==> src/hdl/rv_isa_pkg.sv <==
package rv_isa_pkg;

    typedef enum logic [6:0] {
        OPC_OP     = 7'b0110011,
        OPC_OP_IMM = 7'b0010011,
        OPC_LUI    = 7'b0110111,
        OPC_AUIPC  = 7'b0010111,
        OPC_JAL    = 7'b1101111,
        OPC_JALR   = 7'b1100111,
        OPC_BRANCH = 7'b1100011
    } opcode_e;

    // Bit 30 picks SUB and SRA in the ALU group
    localparam logic [2:0] F3_ADD_SUB = 3'b000;
    localparam logic [2:0] F3_SLL     = 3'b001;
    localparam logic [2:0] F3_SLT     = 3'b010;
    localparam logic [2:0] F3_SLTU    = 3'b011;
    localparam logic [2:0] F3_XOR     = 3'b100;
    localparam logic [2:0] F3_SRL_SRA = 3'b101;
    localparam logic [2:0] F3_OR      = 3'b110;
    localparam logic [2:0] F3_AND     = 3'b111;

    localparam logic [2:0] F3_BEQ  = 3'b000;
    localparam logic [2:0] F3_BNE  = 3'b001;
    localparam logic [2:0] F3_BLT  = 3'b100;
    localparam logic [2:0] F3_BGE  = 3'b101;
    localparam logic [2:0] F3_BLTU = 3'b110;
    localparam logic [2:0] F3_BGEU = 3'b111;

    localparam logic [31:0] nop_instr = 32'h0000_0013; // ADDI x0, x0, 0

    typedef struct packed {
        logic [6:0] funct7;
        logic [4:0] rs2;
        logic [4:0] rs1;
        logic [2:0] funct3;
        logic [4:0] rd;
        logic [6:0] opcode;
    } r_type_t;

    typedef struct packed {
        logic [11:0] imm_11_0;
        logic [4:0]  rs1;
        logic [2:0]  funct3;
        logic [4:0]  rd;
        logic [6:0]  opcode;
    } i_type_t;

    typedef struct packed {
        logic [6:0] imm_11_5;
        logic [4:0] rs2;
        logic [4:0] rs1;
        logic [2:0] funct3;
        logic [4:0] imm_4_0;
        logic [6:0] opcode;
    } s_type_t;

    typedef struct packed {
        logic       imm_12;
        logic [5:0] imm_10_5;
        logic [4:0] rs2;
        logic [4:0] rs1;
        logic [2:0] funct3;
        logic [3:0] imm_4_1;
        logic       imm_11;
        logic [6:0] opcode;
    } b_type_t;

    typedef struct packed {
        logic [19:0] imm_31_12;
        logic [4:0]  rd;
        logic [6:0]  opcode;
    } u_type_t;

    typedef struct packed {
        logic       imm_20;
        logic [9:0] imm_10_1;
        logic       imm_11;
        logic [7:0] imm_19_12;
        logic [4:0] rd;
        logic [6:0] opcode;
    } j_type_t;

    typedef union packed {
        r_type_t r;
        i_type_t i;
        s_type_t s;
        b_type_t b;
        u_type_t u;
        j_type_t j;
    } instr_u;

endpackage

==> src/hdl/pipe_ctrl_pkg.sv <==
package pipe_ctrl_pkg;

    typedef enum logic [3:0] {
        ALU_ADD,
        ALU_SUB,
        ALU_SLL,
        ALU_SLT,
        ALU_SLTU,
        ALU_XOR,
        ALU_SRL,
        ALU_SRA,
        ALU_OR,
        ALU_AND
    } alu_op_e;

    typedef enum logic [1:0] {
        SRC_A_RS1  = 2'd0,
        SRC_A_PC   = 2'd1,
        SRC_A_ZERO = 2'd2
    } src_a_sel_e;

    typedef enum logic {
        SRC_B_RS2 = 1'b0,
        SRC_B_IMM = 1'b1
    } src_b_sel_e;

    typedef enum logic [1:0] {
        WB_ALU       = 2'd0,
        WB_PC_PLUS_4 = 2'd1
    } wb_sel_e;

endpackage

==> src/hdl/instr_decoder.sv <==
module instr_decoder
    import rv_isa_pkg::*, pipe_ctrl_pkg::*;
#(
    parameter int NUM_REGS = 32
)(
    input  logic        in_valid,
    input  logic [31:0] in_instr,
    output logic [4:0]  rs1,
    output logic [4:0]  rs2,
    output logic [4:0]  rd,
    output logic        uses_rs1,
    output logic        uses_rs2,
    output logic [31:0] imm,
    output alu_op_e     alu_op,
    output src_a_sel_e  src_a_sel,
    output src_b_sel_e  src_b_sel,
    output wb_sel_e     wb_sel,
    output logic        reg_write,
    output logic        branch,
    output logic        jump,
    output logic        jalr,
    output logic [2:0]  funct3
);

    instr_u word;
    logic   known;
    logic   writes;
    logic   is_branch;
    logic   is_jump;
    logic   is_jalr;
    logic   in_range;

    function automatic alu_op_e alu_decode(input logic [2:0] f3, input logic alt);
        case (f3)
            F3_ADD_SUB: return alt ? ALU_SUB : ALU_ADD;
            F3_SLL:     return ALU_SLL;
            F3_SLT:     return ALU_SLT;
            F3_SLTU:    return ALU_SLTU;
            F3_XOR:     return ALU_XOR;
            F3_SRL_SRA: return alt ? ALU_SRA : ALU_SRL;
            F3_OR:      return ALU_OR;
            default:    return ALU_AND;
        endcase
    endfunction

    assign word   = in_instr;
    assign rs1    = word.r.rs1;
    assign rs2    = word.r.rs2;
    assign rd     = word.r.rd;
    assign funct3 = word.r.funct3;

    always_comb begin
        imm       = '0;
        alu_op    = ALU_ADD; // Jumps, branches, LUI and AUIPC all add
        src_a_sel = SRC_A_RS1;
        src_b_sel = SRC_B_IMM;
        wb_sel    = WB_ALU;
        uses_rs1  = 1'b0;
        uses_rs2  = 1'b0;
        known     = 1'b1;
        writes    = 1'b1;
        is_branch = 1'b0;
        is_jump   = 1'b0;
        is_jalr   = 1'b0;
        case (word.r.opcode)
            OPC_OP: begin
                uses_rs1  = 1'b1;
                uses_rs2  = 1'b1;
                src_b_sel = SRC_B_RS2;
                alu_op    = alu_decode(funct3, word.r.funct7[5]);
            end
            OPC_OP_IMM: begin
                uses_rs1 = 1'b1;
                imm      = {{20{word.i.imm_11_0[11]}}, word.i.imm_11_0};
                alu_op   = alu_decode(funct3, word.r.funct7[5] && funct3 == F3_SRL_SRA);
            end
            OPC_LUI, OPC_AUIPC: begin
                imm       = {word.u.imm_31_12, 12'b0};
                src_a_sel = (word.r.opcode == OPC_LUI) ? SRC_A_ZERO : SRC_A_PC;
            end
            OPC_JAL: begin
                imm = {{12{word.j.imm_20}}, word.j.imm_19_12, word.j.imm_11,
                       word.j.imm_10_1, 1'b0};
                src_a_sel = SRC_A_PC;
                wb_sel    = WB_PC_PLUS_4;
                is_jump   = 1'b1;
            end
            OPC_JALR: begin
                uses_rs1 = 1'b1;
                imm      = {{20{word.i.imm_11_0[11]}}, word.i.imm_11_0};
                wb_sel   = WB_PC_PLUS_4;
                is_jump  = 1'b1;
                is_jalr  = 1'b1;
            end
            OPC_BRANCH: begin
                uses_rs1 = 1'b1;
                uses_rs2 = 1'b1;
                imm = {{20{word.b.imm_12}}, word.b.imm_11, word.b.imm_10_5,
                       word.b.imm_4_1, 1'b0};
                src_a_sel = SRC_A_PC; // ALU forms the target, compare is separate
                writes    = 1'b0;
                is_branch = 1'b1;
                known     = funct3[2:1] != 2'b01;
            end
            default: known = 1'b0;
        endcase

        in_range = !(uses_rs1 && rs1 >= NUM_REGS) && !(uses_rs2 && rs2 >= NUM_REGS)
                   && !(writes && rd >= NUM_REGS);
        reg_write = in_valid && known && in_range && writes;
        branch    = in_valid && known && in_range && is_branch;
        jump      = in_valid && known && in_range && is_jump;
        jalr      = jump && is_jalr;
    end

endmodule

==> src/hdl/register_file.sv <==
module register_file #(
    parameter int NUM_REGS = 32
)(
    input  logic        clk,
    input  logic        reset,
    input  logic [4:0]  rs1,
    input  logic [4:0]  rs2,
    input  logic        we,
    input  logic [4:0]  wr_addr,
    input  logic [31:0] wr_data,
    output logic [31:0] rs1_data,
    output logic [31:0] rs2_data
);

    localparam int IDX_W = $clog2(NUM_REGS);

    logic [31:0] regs [NUM_REGS];

    always_ff @(posedge clk or posedge reset) begin
        if (reset) begin
            for (int i = 0; i < NUM_REGS; i++) begin
                regs[i] <= '0;
            end
        end else if (we && wr_addr != 5'd0 && wr_addr < NUM_REGS) begin
            regs[wr_addr[IDX_W-1:0]] <= wr_data;
        end
    end

    // Indices beyond the file read as zero like x0
    assign rs1_data = (rs1 != 5'd0 && rs1 < NUM_REGS) ? regs[rs1[IDX_W-1:0]] : '0;
    assign rs2_data = (rs2 != 5'd0 && rs2 < NUM_REGS) ? regs[rs2[IDX_W-1:0]] : '0;

    wr_addr_in_range: assert property (
        @(posedge clk) disable iff (reset) we |-> wr_addr < NUM_REGS
    ) else $error("Write to x%0d outside a %0d-entry register file", wr_addr, NUM_REGS);

endmodule

==> src/hdl/id_ex_register.sv <==
module id_ex_register
    import rv_isa_pkg::*, pipe_ctrl_pkg::*;
(
    input  logic        clk,
    input  logic        reset,
    input  logic        bubble,
    input  logic        valid,
    input  logic [31:0] pc,
    input  logic        pred_taken,
    input  logic [31:0] instr,
    input  logic [4:0]  rd,
    input  logic [31:0] imm,
    input  alu_op_e     alu_op,
    input  src_a_sel_e  src_a_sel,
    input  src_b_sel_e  src_b_sel,
    input  wb_sel_e     wb_sel,
    input  logic        reg_write,
    input  logic        branch,
    input  logic        jump,
    input  logic        jalr,
    input  logic [2:0]  funct3,
    input  logic [31:0] rs1_data,
    input  logic [31:0] rs2_data,
    output logic        ex_valid,
    output logic [31:0] ex_pc,
    output logic        ex_pred_taken,
    output logic [31:0] ex_instr,
    output logic [4:0]  ex_rd,
    output logic [31:0] ex_imm,
    output alu_op_e     ex_alu_op,
    output src_a_sel_e  ex_src_a_sel,
    output src_b_sel_e  ex_src_b_sel,
    output wb_sel_e     ex_wb_sel,
    output logic        ex_reg_write,
    output logic        ex_branch,
    output logic        ex_jump,
    output logic        ex_jalr,
    output logic [2:0]  ex_funct3,
    output logic [31:0] ex_rs1_data,
    output logic [31:0] ex_rs2_data
);

    always_ff @(posedge clk or posedge reset) begin
        if (reset) begin
            ex_valid     <= 1'b0;
            ex_instr     <= nop_instr;
            ex_rd        <= '0;
            ex_reg_write <= 1'b0;
            ex_branch    <= 1'b0;
            ex_jump      <= 1'b0;
            ex_jalr      <= 1'b0;
        end else if (bubble) begin // A stall or flush turns the slot into a NOP
            ex_valid     <= 1'b0;
            ex_instr     <= nop_instr;
            ex_rd        <= '0;
            ex_reg_write <= 1'b0;
            ex_branch    <= 1'b0;
            ex_jump      <= 1'b0;
            ex_jalr      <= 1'b0;
        end else begin
            ex_valid     <= valid;
            ex_instr     <= instr;
            ex_rd        <= rd;
            ex_reg_write <= reg_write;
            ex_branch    <= branch;
            ex_jump      <= jump;
            ex_jalr      <= jalr;
        end
    end

    always_ff @(posedge clk) begin
        ex_pc         <= pc;
        ex_pred_taken <= pred_taken;
        ex_imm        <= imm;
        ex_alu_op     <= alu_op;
        ex_src_a_sel  <= src_a_sel;
        ex_src_b_sel  <= src_b_sel;
        ex_wb_sel     <= wb_sel;
        ex_funct3     <= funct3;
        ex_rs1_data   <= rs1_data;
        ex_rs2_data   <= rs2_data;
    end

    bubble_never_writes: assert property (
        @(posedge clk) disable iff (reset) bubble |=> !ex_reg_write
    ) else $error("Bubble left a register write in EX");

endmodule

==> src/hdl/execute_unit.sv <==
module execute_unit
    import rv_isa_pkg::*, pipe_ctrl_pkg::*;
(
    input  logic        clk,
    input  logic        reset,
    input  logic        ex_valid,
    input  logic [31:0] ex_pc,
    input  logic        ex_pred_taken,
    input  logic [31:0] ex_instr,
    input  logic [4:0]  ex_rd,
    input  logic [31:0] ex_imm,
    input  alu_op_e     ex_alu_op,
    input  src_a_sel_e  ex_src_a_sel,
    input  src_b_sel_e  ex_src_b_sel,
    input  wb_sel_e     ex_wb_sel,
    input  logic        ex_reg_write,
    input  logic        ex_branch,
    input  logic        ex_jump,
    input  logic        ex_jalr,
    input  logic [2:0]  ex_funct3,
    input  logic [31:0] ex_rs1_data,
    input  logic [31:0] ex_rs2_data,
    output logic        mispredict,
    output logic        wb_we,
    output logic [4:0]  wb_addr,
    output logic [31:0] wb_data,
    output logic        retire_valid,
    output logic [31:0] retire_pc,
    output logic [4:0]  retire_rd,
    output logic        retire_we,
    output logic [31:0] retire_data,
    output logic        redirect_valid,
    output logic [31:0] redirect_pc
);

    logic [31:0] op_a;
    logic [31:0] op_b;
    logic [31:0] alu_result;
    logic [31:0] pc_plus_4;
    logic [31:0] target;
    logic        cond;

    always_comb begin
        case (ex_src_a_sel)
            SRC_A_RS1: op_a = ex_rs1_data;
            SRC_A_PC:  op_a = ex_pc;
            default:   op_a = '0;
        endcase
        op_b = (ex_src_b_sel == SRC_B_IMM) ? ex_imm : ex_rs2_data;

        case (ex_alu_op)
            ALU_ADD:  alu_result = op_a + op_b;
            ALU_SUB:  alu_result = op_a - op_b;
            ALU_SLL:  alu_result = op_a << op_b[4:0];
            ALU_SLT:  alu_result = {31'b0, $signed(op_a) < $signed(op_b)};
            ALU_SLTU: alu_result = {31'b0, op_a < op_b};
            ALU_XOR:  alu_result = op_a ^ op_b;
            ALU_SRL:  alu_result = op_a >> op_b[4:0];
            ALU_SRA:  alu_result = $unsigned($signed(op_a) >>> op_b[4:0]);
            ALU_OR:   alu_result = op_a | op_b;
            default:  alu_result = op_a & op_b;
        endcase

        case (ex_funct3)
            F3_BEQ:  cond = ex_rs1_data == ex_rs2_data;
            F3_BNE:  cond = ex_rs1_data != ex_rs2_data;
            F3_BLT:  cond = $signed(ex_rs1_data) < $signed(ex_rs2_data);
            F3_BGE:  cond = $signed(ex_rs1_data) >= $signed(ex_rs2_data);
            F3_BLTU: cond = ex_rs1_data < ex_rs2_data;
            F3_BGEU: cond = ex_rs1_data >= ex_rs2_data;
            default: cond = 1'b0;
        endcase
    end

    assign pc_plus_4  = ex_pc + 32'd4;
    assign target     = {alu_result[31:1], alu_result[0] & ~ex_jalr};
    assign mispredict = ex_jump || (ex_branch && cond != ex_pred_taken);

    assign wb_we   = ex_reg_write;
    assign wb_addr = ex_rd;
    assign wb_data = (ex_wb_sel == WB_PC_PLUS_4) ? pc_plus_4 : alu_result;

    always_ff @(posedge clk or posedge reset) begin
        if (reset) begin
            retire_valid   <= 1'b0;
            retire_we      <= 1'b0;
            redirect_valid <= 1'b0;
        end else begin
            retire_valid   <= ex_valid;
            retire_we      <= ex_reg_write;
            redirect_valid <= mispredict;
        end
    end

    always_ff @(posedge clk) begin
        retire_pc   <= ex_pc;
        retire_rd   <= ex_rd;
        retire_data <= wb_data;
        redirect_pc <= (ex_jump || (ex_branch && cond)) ? target : pc_plus_4;
    end

endmodule

==> src/hdl/hazard_unit.sv <==
module hazard_unit (
    input  logic       clk,
    input  logic       reset,
    input  logic [4:0] rs1,
    input  logic [4:0] rs2,
    input  logic       uses_rs1,
    input  logic       uses_rs2,
    input  logic       in_valid,
    input  logic [4:0] ex_rd,
    input  logic       ex_reg_write,
    input  logic       mispredict,
    output logic       in_ready,
    output logic       bubble
);

    logic raw_hit;
    logic stall;

    // The register file is written at the end of EX, so one bubble is enough
    assign raw_hit = ex_reg_write && ex_rd != 5'd0
                     && ((uses_rs1 && rs1 == ex_rd) || (uses_rs2 && rs2 == ex_rd));

    assign stall    = in_valid && raw_hit && !mispredict; // Wrong-path slot is taken and dropped
    assign in_ready = !stall;
    assign bubble   = stall || mispredict;

    single_cycle_stall: assert property (
        @(posedge clk) disable iff (reset) !in_ready |=> in_ready
    ) else $error("Decode stalled twice on the same instruction");

endmodule

==> src/hdl/decode_execute_core.sv <==
module decode_execute_core
    import pipe_ctrl_pkg::*;
#(
    parameter int NUM_REGS = 32
)(
    input  logic        clk,
    input  logic        reset,
    input  logic        in_valid,
    input  logic [31:0] in_instr,
    input  logic [31:0] in_pc,
    input  logic        in_pred_taken,
    output logic        in_ready,
    output logic        retire_valid,
    output logic [31:0] retire_pc,
    output logic [4:0]  retire_rd,
    output logic        retire_we,
    output logic [31:0] retire_data,
    output logic        redirect_valid,
    output logic [31:0] redirect_pc
);

    logic [4:0]  rs1;
    logic [4:0]  rs2;
    logic [4:0]  rd;
    logic        uses_rs1;
    logic        uses_rs2;
    logic [31:0] imm;
    alu_op_e     alu_op;
    src_a_sel_e  src_a_sel;
    src_b_sel_e  src_b_sel;
    wb_sel_e     wb_sel;
    logic        reg_write;
    logic        branch;
    logic        jump;
    logic        jalr;
    logic [2:0]  funct3;
    logic [31:0] rs1_data;
    logic [31:0] rs2_data;
    logic        bubble;
    logic        mispredict;

    logic        ex_valid;
    logic [31:0] ex_pc;
    logic        ex_pred_taken;
    logic [31:0] ex_instr;
    logic [4:0]  ex_rd;
    logic [31:0] ex_imm;
    alu_op_e     ex_alu_op;
    src_a_sel_e  ex_src_a_sel;
    src_b_sel_e  ex_src_b_sel;
    wb_sel_e     ex_wb_sel;
    logic        ex_reg_write;
    logic        ex_branch;
    logic        ex_jump;
    logic        ex_jalr;
    logic [2:0]  ex_funct3;
    logic [31:0] ex_rs1_data;
    logic [31:0] ex_rs2_data;

    logic        wb_we;
    logic [4:0]  wb_addr;
    logic [31:0] wb_data;

    instr_decoder #(.NUM_REGS(NUM_REGS)) u_decoder (
        .in_valid, .in_instr, .rs1, .rs2, .rd, .uses_rs1, .uses_rs2, .imm,
        .alu_op, .src_a_sel, .src_b_sel, .wb_sel, .reg_write, .branch, .jump,
        .jalr, .funct3
    );

    register_file #(.NUM_REGS(NUM_REGS)) u_regs (
        .clk, .reset, .rs1, .rs2, .we(wb_we), .wr_addr(wb_addr), .wr_data(wb_data),
        .rs1_data, .rs2_data
    );

    hazard_unit u_hazard (
        .clk, .reset, .rs1, .rs2, .uses_rs1, .uses_rs2, .in_valid, .ex_rd,
        .ex_reg_write, .mispredict, .in_ready, .bubble
    );

    id_ex_register u_id_ex (
        .clk, .reset, .bubble, .valid(in_valid), .pc(in_pc), .pred_taken(in_pred_taken),
        .instr(in_instr), .rd, .imm, .alu_op, .src_a_sel, .src_b_sel, .wb_sel,
        .reg_write, .branch, .jump, .jalr, .funct3, .rs1_data, .rs2_data,
        .ex_valid, .ex_pc, .ex_pred_taken, .ex_instr, .ex_rd, .ex_imm, .ex_alu_op,
        .ex_src_a_sel, .ex_src_b_sel, .ex_wb_sel, .ex_reg_write, .ex_branch,
        .ex_jump, .ex_jalr, .ex_funct3, .ex_rs1_data, .ex_rs2_data
    );

    execute_unit u_execute (
        .clk, .reset, .ex_valid, .ex_pc, .ex_pred_taken, .ex_instr, .ex_rd, .ex_imm,
        .ex_alu_op, .ex_src_a_sel, .ex_src_b_sel, .ex_wb_sel, .ex_reg_write,
        .ex_branch, .ex_jump, .ex_jalr, .ex_funct3, .ex_rs1_data, .ex_rs2_data,
        .mispredict, .wb_we, .wb_addr, .wb_data, .retire_valid, .retire_pc,
        .retire_rd, .retire_we, .retire_data, .redirect_valid, .redirect_pc
    );

endmodule

==> config.mk <==
export PLATFORM = sky130hd
export DESIGN_NAME = decode_execute_core
export DESIGN_NICKNAME = d
export VERILOG_FILES = /design/src/hdl/rv_isa_pkg.sv /design/src/hdl/pipe_ctrl_pkg.sv /design/src/hdl/instr_decoder.sv /design/src/hdl/register_file.sv /design/src/hdl/id_ex_register.sv /design/src/hdl/execute_unit.sv /design/src/hdl/hazard_unit.sv /design/src/hdl/decode_execute_core.sv
export SDC_FILE = /design/constraint.sdc
export NUM_CORES = 2
export LEC_CHECK = 0
export BUFFER_PORTS_ARGS = -buffer_cell sky130_fd_sc_hd__buf_4
export CELL_PAD_IN_SITES_DETAIL_PLACEMENT = 1
export CELL_PAD_IN_SITES_GLOBAL_PLACEMENT = 2
export CORE_UTILIZATION = 29
export DETAILED_ROUTE_END_ITERATION = 12
export PLACE_DENSITY = 0.69
export SLEW_MARGIN = 30
export SYNTH_ARGS = -nofsm -noshare
export SYNTH_HDL_FRONTEND = slang
export SYNTH_SLANG_ARGS = --single-unit
==> constraint.sdc <==
create_clock -name clk -period 37.9 [get_ports clk]
set_input_delay 3.79 -clock clk [delete_from_list [all_inputs] [get_ports clk]]
set_output_delay 3.79 -clock clk [all_outputs]
set_load 0.03 [all_outputs]
==> impl_results.md <==
- Outcome: completed
- Ports: ~170
- Initial Util: 29.2%
- Number of cells produced by synthesis: 6,866
- CP startpoint kind: primary input
- Post-route ant nets: 0
- Largest family of logic cells by synthesized area: multiplexers
- Clk Latency, worst-skew pair: between 0.8 and 0.9 ns
- Most frequent cell after synthesis: dfrtp_1
- Drt wl/cell: about 30 um
- Die Wd: between 400 and 500 um
- Most used DFF post-synth: dfrtp_1
- Post-Synth XOR/XNOR Area: 0.752%
- Max-cap violations: 0
- Layout cells sized above 1: 21.0%
- Vias: 57,600
- Worst path max stage delay: 0.50 ns
- Critical Path, Cell by Cell: buf_8 -> xnor2_1 -> nand3_1 -> nor3_1 -> a31oi_1 -> nor2_1 -> o21ai_1 -> inv_1 -> nand2_1 -> buf_4
- Measured slew at the worst slew-check pin: 1.04 ns
- Longest Clk Path Bufs: 3
- Number of global-route vias before repair: 59,900
- Metal1 wirelength: 132,000 um
- Synth Area in Simple Gates: 10.4%
- Setup bufs post-CTS: 0
- Number of CTS-inserted buffers: 157
- GRT overflow: 0
- Final Hold Fails: 0
- Yosys reg bits: 1,278
- 1st-pass router iterations: 6
- Max layer used: met5
- Critical path class: in -> out
- Period utilisation layout: between 20 and 30%
- Number of H-tree levels: 4
- Ys Warns: 0
- Hold_sp: u_id_ex.ex_valid$_DFF_PP0_
- Async SR Flop Fraction: 81.1%
- Fmax: 0.0983 GHz
- Clock root buffer: clkbuf_16
- First-pass GRT wire length: between 400,000 and 500,000 um
- Slew HR: a little over 30%
- Post-synthesis adder-cell area fraction: 2.35%
- Area leader, netlist: dfrtp_1
- Core area: between 200,000 and 250,000 um^2
- Final critical path time including I/O delays and setup: approximately 10 ns
- Total track usage: 24.5%
- Die Height: 497 um
- Cell variety after synth: 102
- R2R setup slack: ~31 ns
- CP max-delay cell: nor3_1
- CTS clk-pin slew, worst paths: approximately 0.06 ns
- Mapped Nets: a little over 7,000
- Detailed Route WL: 306,000 um
- WL met2: 144,000 um
- Initial antenna violation count: 22
- Maximum vdd drop: 0.0494 mV
- Placed insts: around 9,800
- Residual DRC count: 0
- Hold buffer count at CTS: 0
- Crit end category: output pin
- Synth area leaders: dfrtp_1 37%, mux4_2 16%, dfxtp_1 6.8%
- Vias/cell: between 5 and 6
- Worst hold path class: reg -> reg
- Buffers on Ports: 172
- Clk_skew: 0.0306 ns
- Worst endpoint required time: 34.11 ns
- Pin count of the biggest net entering global routing: 167
- Synth-to-Final Area Change: 14.2%
- Post-synth EDFFs: 0
- Die area: roughly 250,000 um^2
- Register area share after synthesis: about 43%
- Unrepaired setup endpoints after global routing: no
- Final setup margin: 27.73 ns
- Fin cells: 10,100
- DRT iter0 DRCs: about 5,200
- Layout Utilization: 33.3%
- DP Worst Slack: roughly 28 ns
- Post-synthesis mux area share: 23.0%
- HPWL after DPL: ~200,000 um
- Arr. time, crit path: 6.38 ns
- Hold WS: between 0.3 and 0.4 ns
- Pleak: 33.8 nW
- Final #Nets: 6,925
- Max Fanout on Critical Path: 41
- Fill count: approximately 27,000
- WP buf/inv: 3
- Power Total: 3.38 mW
- Gpl congestion: between 0.9 and 1
- CTS tree: built
- Dpl cell area: approximately 76,000 um^2
- Post-synth top cells: 1,037 x dfrtp_1, 995 x nand2_1, 823 x o21ai_0, 504 x clkbuf_1, 502 x mux4_2
- PD cells: 41.7 nW/um^2
- Post-synthesis compound-gate area fraction: 15.5%
- Post-Syn Area per Cell: 10.3 um^2
- Sum Neg Setup Slack: 0 ns
- Sink Count: 1,278
- Crit path max-delay family: simple AND/OR/NAND/NOR gates
- Final Max Slew Viols: 0
- Gates resized, CTS repair: 0
- Fin area: slightly above 80,000 um^2
- RR Startpoint: u_id_ex.ex_src_b_sel$_DFF_P_
- Met3 wire len: between 15,000 and 20,000 um
- Post-Syn Area: 71,000 um^2
- Post-synth top area share: between 30 and 40%
- Critical path startpoint: in_instr[15]
- Final setup viols: 0
- FP Rows: 181
==> where the power goes <==
part	internal (mW)	switching (mW)
clock	0.917	0.640
combinational	0.127	0.271
sequential	1.40	0.0318
==> logic make-up after synthesis <==
family | after synthesis
compound gates | 1833
buf+inv | 831
xor+xnor | 61
simple gates | 1764
fa+ha+maj | 132
mux | 967
flops | 1278
==> registers in the layout (all words and copies together), names as in the netlist, 2 cells and up <==
signal	flops
u_execute.retire_pc	32
u_id_ex.ex_rs1_data	32
u_execute.retire_rd	5
u_id_ex.ex_src_a_sel	2
u_id_ex.ex_pc	32
u_execute.redirect_pc	32
u_id_ex.ex_alu_op	4
u_execute.retire_data	32
u_regs.regs	1024
u_id_ex.ex_rs2_data	32
u_id_ex.ex_funct3	3
u_id_ex.ex_rd	5
u_id_ex.ex_imm	32
==> layout by cell type (no fill, tap or decap), types with 60 or more instances in the layout <==
| cell type | count |
|---|---|
| o21ai_0 | 822 |
| mux2_2 | 165 |
| clkbuf_16 | 162 |
| a21oi_1 | 314 |
| dfxtp_1 | 237 |
| dfrtp_1 | 1037 |
| nor3_1 | 78 |
| ha_1 | 130 |
| o221ai_1 | 61 |
| a31oi_1 | 65 |
| o21ai_1 | 65 |
| o22ai_1 | 85 |
| a221oi_1 | 60 |
| mux2i_1 | 260 |
| inv_1 | 158 |
| mux4_2 | 502 |
| buf_4 | 341 |
| nand2_1 | 962 |
| nor2_1 | 422 |
==> final cells by class <==
class | count | area (um^2) | area share, %
Clock inverter | 46 | 576 | 0.710
Inverter | 166 | 633 | 0.781
Clock buffer | 240 | 4730 | 5.83
Timing Repair Buffer | 365 | 2980 | 3.67
Tap cell | 3202 | 4010 | 4.94
Multi-Input combinational cell | 4757 | 37400 | 46.1
Sequential cell | 1278 | 30800 | 37.9
Antenna cell | 8 | 20.0 | 0.0247
==> path summary, 6_finish.rpt <==
path	to	cells past startpoint
max reg2reg	u_regs.regs[761]$_DFFE_PP0P_	13
max	in_ready	10
min	u_execute.retire_valid$_DFF_PP0_	0
max in group asynchronous	u_regs.regs[609]$_DFFE_PP0P_	6
min in group asynchronous	u_regs.regs[567]$_DFFE_PP0P_	2
min reg2reg	u_execute.retire_valid$_DFF_PP0_	0
==> worst register-to-register path, delay by kind of cell, from the launching register on <==
family                   cells  cell delay [ns]
AO/OA/AOI/OAI                8             3.57
multiplexers                 1             0.73
adder cells (fa/ha/maj)      1             0.83
buffers and inverters        3             0.99
flip-flops                   1             0.74
==> metal layers <==
metal	up-vias	global-route usage [%]
met5	-	0
met4	12	9.74
met3	557	3.97
met2	1984	39.7
met1	30300	32.5
li1	24800	-
Power figures use the tool's default switching activity.
